==> src/common/decodePkg.sv <==
package decodePkg;

    localparam int xlen         = 32;
    localparam int aluCtrlWidth = 5;

    // RV32 major opcodes
    localparam logic [6:0] opLoad   = 7'b0000011;
    localparam logic [6:0] opStore  = 7'b0100011;
    localparam logic [6:0] opOp     = 7'b0110011;
    localparam logic [6:0] opBranch = 7'b1100011;
    localparam logic [6:0] opOpImm  = 7'b0010011;
    localparam logic [6:0] opJal    = 7'b1101111;
    localparam logic [6:0] opJalr   = 7'b1100111;
    localparam logic [6:0] opLui    = 7'b0110111;
    localparam logic [6:0] opAuipc  = 7'b0010111;

    localparam logic [1:0] aluOpAdd    = 2'b00;   // address add
    localparam logic [1:0] aluOpBranch = 2'b01;   // subtract for compare
    localparam logic [1:0] aluOpFunct  = 2'b10;   // look at funct fields

    localparam logic [2:0] immI = 3'd0;
    localparam logic [2:0] immS = 3'd1;
    localparam logic [2:0] immB = 3'd2;
    localparam logic [2:0] immJ = 3'd3;
    localparam logic [2:0] immU = 3'd4;

    localparam logic [2:0] resAlu     = 3'd0;
    localparam logic [2:0] resMem     = 3'd1;
    localparam logic [2:0] resPcPlus4 = 3'd2;
    localparam logic [2:0] resImm     = 3'd3;   // lui
    localparam logic [2:0] resPcImm   = 3'd4;   // auipc

    // load/store width, bit 2 marks zero extension
    localparam logic [2:0] sizeWord  = 3'b000;
    localparam logic [2:0] sizeByte  = 3'b001;
    localparam logic [2:0] sizeHalf  = 3'b010;
    localparam logic [2:0] sizeByteU = 3'b101;
    localparam logic [2:0] sizeHalfU = 3'b110;

    localparam logic [aluCtrlWidth-1:0] aluAdd    = 5'd0;
    localparam logic [aluCtrlWidth-1:0] aluSub    = 5'd1;
    localparam logic [aluCtrlWidth-1:0] aluSll    = 5'd2;
    localparam logic [aluCtrlWidth-1:0] aluSlt    = 5'd3;
    localparam logic [aluCtrlWidth-1:0] aluSltu   = 5'd4;
    localparam logic [aluCtrlWidth-1:0] aluXor    = 5'd5;
    localparam logic [aluCtrlWidth-1:0] aluSrl    = 5'd6;
    localparam logic [aluCtrlWidth-1:0] aluSra    = 5'd7;
    localparam logic [aluCtrlWidth-1:0] aluOr     = 5'd8;
    localparam logic [aluCtrlWidth-1:0] aluAnd    = 5'd9;
    // M extension
    localparam logic [aluCtrlWidth-1:0] aluMul    = 5'd10;
    localparam logic [aluCtrlWidth-1:0] aluMulh   = 5'd11;
    localparam logic [aluCtrlWidth-1:0] aluMulhsu = 5'd12;
    localparam logic [aluCtrlWidth-1:0] aluMulhu  = 5'd13;
    localparam logic [aluCtrlWidth-1:0] aluDiv    = 5'd14;
    localparam logic [aluCtrlWidth-1:0] aluDivu   = 5'd15;
    localparam logic [aluCtrlWidth-1:0] aluRem    = 5'd16;
    localparam logic [aluCtrlWidth-1:0] aluRemu   = 5'd17;

endpackage

==> src/verilog/AluDecoder.sv <==
module AluDecoder import decodePkg::*; (
    input  logic [1:0]              aluOp,
    input  logic [2:0]              funct3,
    input  logic [6:0]              funct7,
    input  logic                    opBit5,
    output logic [aluCtrlWidth-1:0] aluControl
);

    logic mExt;
    logic rSub;

    assign mExt = opBit5 && (funct7 == 7'b0000001);   // R-type only
    assign rSub = opBit5 && funct7[5];                 // no subi

    always_comb begin
        aluControl = aluAdd;
        case (aluOp)
            aluOpAdd: begin
                aluControl = aluAdd;
            end
            aluOpBranch: begin
                aluControl = aluSub;
            end
            aluOpFunct: begin
                if (mExt) begin
                    case (funct3)
                        3'd0:    aluControl = aluMul;
                        3'd1:    aluControl = aluMulh;
                        3'd2:    aluControl = aluMulhsu;
                        3'd3:    aluControl = aluMulhu;
                        3'd4:    aluControl = aluDiv;
                        3'd5:    aluControl = aluDivu;
                        3'd6:    aluControl = aluRem;
                        default: aluControl = aluRemu;
                    endcase
                end else begin
                    case (funct3)
                        3'd0:    aluControl = rSub ? aluSub : aluAdd;
                        3'd1:    aluControl = aluSll;
                        3'd2:    aluControl = aluSlt;
                        3'd3:    aluControl = aluSltu;
                        3'd4:    aluControl = aluXor;
                        3'd5:    aluControl = funct7[5] ? aluSra : aluSrl;   // srai too
                        3'd6:    aluControl = aluOr;
                        default: aluControl = aluAnd;
                    endcase
                end
            end
            default: begin
                aluControl = aluAdd;                   // aluOp 11 not issued
            end
        endcase
    end

endmodule

==> src/verilog/DecodeStage.sv <==
module DecodeStage import decodePkg::*; (
    input  logic                    clk,
    input  logic                    arstN,
    input  logic                    instrValid,
    input  logic [31:0]             instr,
    output logic                    ctrlValid,
    output logic                    branch,
    output logic                    memWrite,
    output logic                    aluSrc,
    output logic                    regWrite,
    output logic                    jump,
    output logic                    pcTargetSrc,
    output logic                    illegal,
    output logic [2:0]              resultSrc,
    output logic [2:0]              accessSize,
    output logic [aluCtrlWidth-1:0] aluControl,
    output logic [xlen-1:0]         immExt,
    output logic [4:0]              rs1,
    output logic [4:0]              rs2,
    output logic [4:0]              rd,
    output logic [2:0]              branchCond
);

    logic                    decBranch, decMemWrite, decAluSrc, decRegWrite;
    logic                    decJump, decPcTargetSrc, decIllegal;
    logic [1:0]              decAluOp;
    logic [2:0]              decImmSrc, decResultSrc, decAccessSize;
    logic [aluCtrlWidth-1:0] decAluControl;
    logic [xlen-1:0]         decImmExt;

    MainDecoder mainDec (
        .op          (instr[6:0]),
        .funct3      (instr[14:12]),
        .branch      (decBranch),
        .memWrite    (decMemWrite),
        .aluSrc      (decAluSrc),
        .regWrite    (decRegWrite),
        .jump        (decJump),
        .pcTargetSrc (decPcTargetSrc),
        .illegal     (decIllegal),
        .aluOp       (decAluOp),
        .immSrc      (decImmSrc),
        .resultSrc   (decResultSrc),
        .accessSize  (decAccessSize)
    );

    AluDecoder aluDec (
        .aluOp      (decAluOp),
        .funct3     (instr[14:12]),
        .funct7     (instr[31:25]),
        .opBit5     (instr[5]),
        .aluControl (decAluControl)
    );

    ImmExtend immGen (
        .instrBits (instr[31:7]),
        .immSrc    (decImmSrc),
        .immExt    (decImmExt)
    );

    // control half of ID/EX, a low strobe loads a bubble
    always_ff @(posedge clk or negedge arstN) begin
        if (!arstN) begin
            ctrlValid <= 1'b0;
            regWrite  <= 1'b0;
            memWrite  <= 1'b0;
            branch    <= 1'b0;
            jump      <= 1'b0;
            illegal   <= 1'b0;
        end else begin
            ctrlValid <= instrValid;
            regWrite  <= instrValid & decRegWrite;
            memWrite  <= instrValid & decMemWrite;
            branch    <= instrValid & decBranch;
            jump      <= instrValid & decJump;
            illegal   <= instrValid & decIllegal;
        end
    end

    // payload half, held across bubbles
    always_ff @(posedge clk) begin
        if (instrValid) begin
            aluSrc      <= decAluSrc;
            pcTargetSrc <= decPcTargetSrc;
            resultSrc   <= decResultSrc;
            accessSize  <= decAccessSize;
            aluControl  <= decAluControl;
            immExt      <= decImmExt;
            rs1         <= instr[19:15];
            rs2         <= instr[24:20];
            rd          <= instr[11:7];
            branchCond  <= instr[14:12];   // for the branch unit
        end
    end

    assert property (@(posedge clk) disable iff (!arstN)
        !ctrlValid |-> !(regWrite || memWrite || branch || jump))
        else $error("DecodeStage: side effect on a bubble");

    assert property (@(posedge clk) disable iff (!arstN)
        illegal |-> !(regWrite || memWrite))
        else $error("DecodeStage: illegal opcode writes state");

endmodule

==> src/verilog/ImmExtend.sv <==
module ImmExtend import decodePkg::*; (
    input  logic [24:0]     instrBits,
    input  logic [2:0]      immSrc,
    output logic [xlen-1:0] immExt
);

    logic sign;

    // instrBits[k] is instruction bit k+7
    assign sign = instrBits[24];

    always_comb begin
        case (immSrc)
            immI: immExt = {{20{sign}}, instrBits[24:13]};
            immS: immExt = {{20{sign}}, instrBits[24:18], instrBits[4:0]};
            immB: begin
                immExt = {{20{sign}}, instrBits[0], instrBits[23:18],
                          instrBits[4:1], 1'b0};
            end
            immJ: begin
                immExt = {{12{sign}}, instrBits[12:5], instrBits[13],
                          instrBits[23:14], 1'b0};
            end
            immU:    immExt = {instrBits[24:5], 12'b0};
            default: immExt = '0;
        endcase
    end

endmodule

==> src/verilog/MainDecoder.sv <==
module MainDecoder import decodePkg::*; (
    input  logic [6:0] op,
    input  logic [2:0] funct3,
    output logic       branch,
    output logic       memWrite,
    output logic       aluSrc,
    output logic       regWrite,
    output logic       jump,
    output logic       pcTargetSrc,
    output logic       illegal,
    output logic [1:0] aluOp,
    output logic [2:0] immSrc,
    output logic [2:0] resultSrc,
    output logic [2:0] accessSize
);

    always_comb begin
        branch      = 1'b0;
        memWrite    = 1'b0;
        aluSrc      = 1'b0;
        regWrite    = 1'b0;
        jump        = 1'b0;
        pcTargetSrc = 1'b0;
        illegal     = 1'b0;
        aluOp       = aluOpAdd;
        immSrc      = immI;
        resultSrc   = resAlu;
        accessSize  = sizeWord;

        case (op)
            opLoad: begin
                case (funct3)
                    3'd0:    accessSize = sizeByte;    // lb
                    3'd1:    accessSize = sizeHalf;    // lh
                    3'd2:    accessSize = sizeWord;    // lw
                    3'd4:    accessSize = sizeByteU;   // lbu
                    3'd5:    accessSize = sizeHalfU;   // lhu
                    default: accessSize = sizeWord;
                endcase
                regWrite  = 1'b1;
                aluSrc    = 1'b1;
                immSrc    = immI;
                resultSrc = resMem;
            end
            opStore: begin
                case (funct3)
                    3'd0:    accessSize = sizeByte;    // sb
                    3'd1:    accessSize = sizeHalf;    // sh
                    3'd2:    accessSize = sizeWord;    // sw
                    default: accessSize = sizeWord;
                endcase
                memWrite = 1'b1;
                aluSrc   = 1'b1;
                immSrc   = immS;
            end
            opOp: begin                                // also covers mul/div
                regWrite = 1'b1;
                aluOp    = aluOpFunct;
            end
            opBranch: begin
                branch = 1'b1;
                immSrc = immB;
                aluOp  = aluOpBranch;
            end
            opOpImm: begin
                regWrite = 1'b1;
                aluSrc   = 1'b1;
                immSrc   = immI;
                aluOp    = aluOpFunct;
            end
            opJal: begin
                regWrite  = 1'b1;
                jump      = 1'b1;
                immSrc    = immJ;
                resultSrc = resPcPlus4;
            end
            opJalr: begin
                regWrite    = 1'b1;
                jump        = 1'b1;
                aluSrc      = 1'b1;
                pcTargetSrc = 1'b1;                    // target from rs1 + imm
                immSrc      = immI;
                resultSrc   = resPcPlus4;
            end
            opLui: begin
                regWrite  = 1'b1;
                immSrc    = immU;
                resultSrc = resImm;
            end
            opAuipc: begin
                regWrite  = 1'b1;
                immSrc    = immU;
                resultSrc = resPcImm;
            end
            default: begin
                illegal = 1'b1;                        // csr, fence, system and junk
            end
        endcase
    end

endmodule
==> config.mk <==
export PLATFORM = sky130hd
export DESIGN_NAME = DecodeStage
export DESIGN_NICKNAME = d
export VERILOG_FILES = /design/src/common/decodePkg.sv /design/src/verilog/AluDecoder.sv /design/src/verilog/DecodeStage.sv /design/src/verilog/ImmExtend.sv /design/src/verilog/MainDecoder.sv
export SDC_FILE = /design/constraint.sdc
export NUM_CORES = 1
export LEC_CHECK = 0
export BUFFER_PORTS_ARGS = -buffer_cell sky130_fd_sc_hd__buf_4
export CAP_MARGIN = 20
export CORE_MARGIN = 2
export CORE_UTILIZATION = 49
export CTS_BUF_LIST = sky130_fd_sc_hd__clkbuf_16
export DETAILED_ROUTE_END_ITERATION = 8
export PLACE_DENSITY = 0.79
export SYNTH_ARGS = -nofsm -noshare
export SYNTH_HDL_FRONTEND = slang
export SYNTH_SLANG_ARGS = --single-unit
==> constraint.sdc <==
create_clock -name clk -period 0.8 [get_ports clk]
set_input_delay 0.04 -clock clk [delete_from_list [all_inputs] [get_ports clk]]
set_output_delay 0.04 -clock clk [all_outputs]
set_load 0.02 [all_outputs]
==> key figures <==
Global routing
  – Vias in the first global route: 2,717
  – Largest net degree at the start of global routing: 22
  – GRT Util Overall: 0.331
  – Gr ovfl total: 0
  – First-pass GRT wire length: 15,300 um
  – Initial antenna violation count: 0

Placement
  – Dpl cell area: approximately 0.0042 sq mm
  – RD Place Congestion: ~0.81
  – Pre-CTS setup slack: -0.767 ns
  – Final HPWL from detailed placement: around 5300 um
  – PortBufs: just over 100

Clocking
  – H-Tree Depth: 3
  – Clock transition at the registers of the reported paths: about 0.060 ns
  – Clock Sinks: between 60 and 70
  – CTS Buf Count: 9
  – Clock root cell: clkbuf_16
  – CTS tree: done
  – Clock Path Buffers: 2

Worst hold path
  – Worst min-delay path startpoint: instr[22]
  – Worst hold path class: in2reg

Routing
  – 1st-pass router iterations: 5
  – Vias per inst: around 6
  – DR WL/cell: between 20 and 30 um
  – Vias post-DR: between 2,000 and 3,000
  – Initial DRC count: roughly 280
  – Total wire length: 13,300 um
  – Antenna-violating nets left: 0
  – Residual DRC: 0

Yosys
  – #FFs+latches synth: approximately 70
  – Synth async-reset ratio: 0.0870
  – Syn Nets: 236
  – Post-synthesis cell type count: 45
  – Cell count after synthesis: about 200
  – Synthesized area per cell: 14.9 sq um
  – Synth top area cells: edfxtp_1 65%, a21o_1 5.2%, dfrtp_1 5.2%
  – Mapped cell area: between 0.002 and 0.003 sq mm
  – Post-synth EDFFs: 63
  – Top cell type's share of synthesized area: 0.651
  – Post-synth top flop: edfxtp_1
  – Sequential area share after synthesis: 0.703
  – Post-synth top cells: 63 x edfxtp_1, 20 x a21o_1, 11 x nand2_1
  – Warnings, synthesis: 0
  – Count leader, synth: edfxtp_1
  – Largest area contributor in the netlist: edfxtp_1

Final layout
  – Area growth syn-to-layout: 88.7%
  – Layout cells sized above 1: 0.609
  – Fillers: 131
  – Final core utilization: 0.943
  – Seq. cell area: between 0.002 and 0.0025 sq mm
  – Area taken by multi-input logic gates: 0.00106 sq mm
  – # diodes: 0
  – Post-Layout Inst Area: roughly 0.0055 sq mm
  – Fin nets: approximately 440

Timing
  – F_max: 733 MHz
  – Post-route clock period utilization: 1.71
  – PnR worst setup slack: -0.565 ns
  – Final setup vio count: 117
  – Tmin final: around 1.4 ns
  – Worst hold slack: approximately 0.015 ns
  – Least-Margin Pin Slew: about 0.44 ns
  – Rel. slew slack: 0.702
  – Final Hold Viols: 0
  – RSZ-0062 raised after global routing: yes
  – Pins Over Slew Limit: 0

Setup path
  – Startpoint class of the critical path: input port
  – Crit path buf inv count: 1
  – Largest delay share family, worst path: simple AND/OR/NAND/NOR gates
  – Crit path from: instr[4]
  – Critical path endpoint category: flop
  – Kind of critical path: in2reg
  – Slowest-stage cell, CP: ha_4
  – Worst path cell trace: buf_6 -> and4b_1 -> and2_4 -> nand2_4 -> ha_4 -> nor2b_4 -> a32oi_1 -> o31ai_1
  – CP peak stage delay: 0.31 ns
  – Required time worst endpoint: 0.88 ns
  – CP arrival: roughly 1.4 ns
  – CP Max Fanout: 3

Floorplanning
  – Die X: between 80 and 90 um
  – I/O Pins: 104
  – Core Box Area: a little under 0.006 sq mm
  – Vert. Die Dim: 81.0 um
  – Total die area: approximately 0.0066 sq mm
  – # rows: 28
  – Initial core utilization: 0.500

Pwr
  – Design Power: ~11,000 uW
  – Power Dens Cells: between 1500 and 2000 mW/mm^2
  – Leak pwr: between 0.002 and 0.0025 uW
  – Max IR drop VDD: 2.37 mV

Run status
  – Run status: finished, violations left
  – Violated checks: negative setup slack

Flow run
  – Max-Cap Viols: 0
[flip-flops by register name (all words and copies together) (netlist names)]
signal and cells:
immExt 32, aluControl 5, rd 5, rs1 5
rs2 5, accessSize 3, branchCond 3, resultSrc 3
aluSrc 1, branch 1, ctrlValid 1, illegal 1
jump 1, memWrite 1, pcTargetSrc 1, regWrite 1
[path summary, 6_finish.rpt]
path	end	depth (start not counted)	slack [ns]
max	aluControl[0]	8	-0.56
min	immExt[22]	2	0.02
max in group asynchronous	ctrlValid	2	0.64
min in group asynchronous	jump	2	0.04
[stage by stage]
step / cells / setup TNS [ns]
2_1_floorplan: 195 / -17.67
3_3_place_gp: 412 / -25.31
3_5_place_dp: 412 / -26.90
4_1_cts: 459 / -16.65
5_1_grt: 474 / -22.60
6_report: 474 / -21.76
[final cells by class]
cell class,count,share of cell area
Clock buffer,9,0.0411
Inverter,8,0.00593
Multi-Input combinational cell,107,0.193
Tap cell,75,0.0171
Timing Repair Buffer,199,0.355
Clock inverter,7,0.0164
Sequential cell,69,0.372
[power by group]
group / total [uW] / leakage (uW) / internal [uW] / switching (uW)
registers: 4390 / 0.000692 / 4230 / 164
clock network: 4370 / 0.000151 / 2710 / 1660
logic: 1940 / 0.00162 / 969 / 974
[what timing repair did]
| item | in CTS | in global routing |
|---|---|---|
| gates cloned | 2 | 0 |
| pin swaps | 19 | 18 |
| gates resized for setup | 112 | 40 |
| buffers inserted | 14 | 17 |
| hold buffers | 16 | 1 |
| endpoints found under the setup margin | 113 | 115 |
| endpoints found under the hold margin | 22 | 1 |
[cell families (layout without fill, tap and decap cells)]
logic type / count (synthesis) / in the layout / synth area share
AO/OA/AOI/OAI: 40 / 40 / 0.110
buffers and inverters: 19 / 223 / 0.0288
multiplexers: 3 / 3 / 0.0103
adder cells (fa/ha/maj): 6 / 6 / 0.0258
AND/OR/NAND/NOR: 58 / 58 / 0.122
flip-flops: 69 / 69 / 0.703
[routing by layer]
layer	share of wire	global-route usage
met1	0.33	0.373
met2	0.51	0.601
met3	0.097	0.0844
met4	0.058	0.127
met5	0	0
[layout by cell type (no fill, tap or decap), types with 3 or more instances in the layout]
cell type      synthesis  routed
dfrtp_1                6       6
nor2b_1                7       3
a21o_1                20      20
buf_6                  1      96
clkinv_2               0       3
and2_1                 5       3
nor2b_4                0       4
edfxtp_1              63      63
inv_1                  8       7
nand2_4                0       3
nand2_1               11       5
ha_1                   6       5
mux2i_1                3       3
nor2_4                 1       5
nor3b_2                1       3
a22o_1                 5       5
buf_4                  1      81
nor2_1                 9       5
buf_8                  0       3
dlygate4sd3_1          0      17
clkbuf_16              0       9
nor3_4                 0       3
No activity file was read; power rests on OpenSTA's default activity.
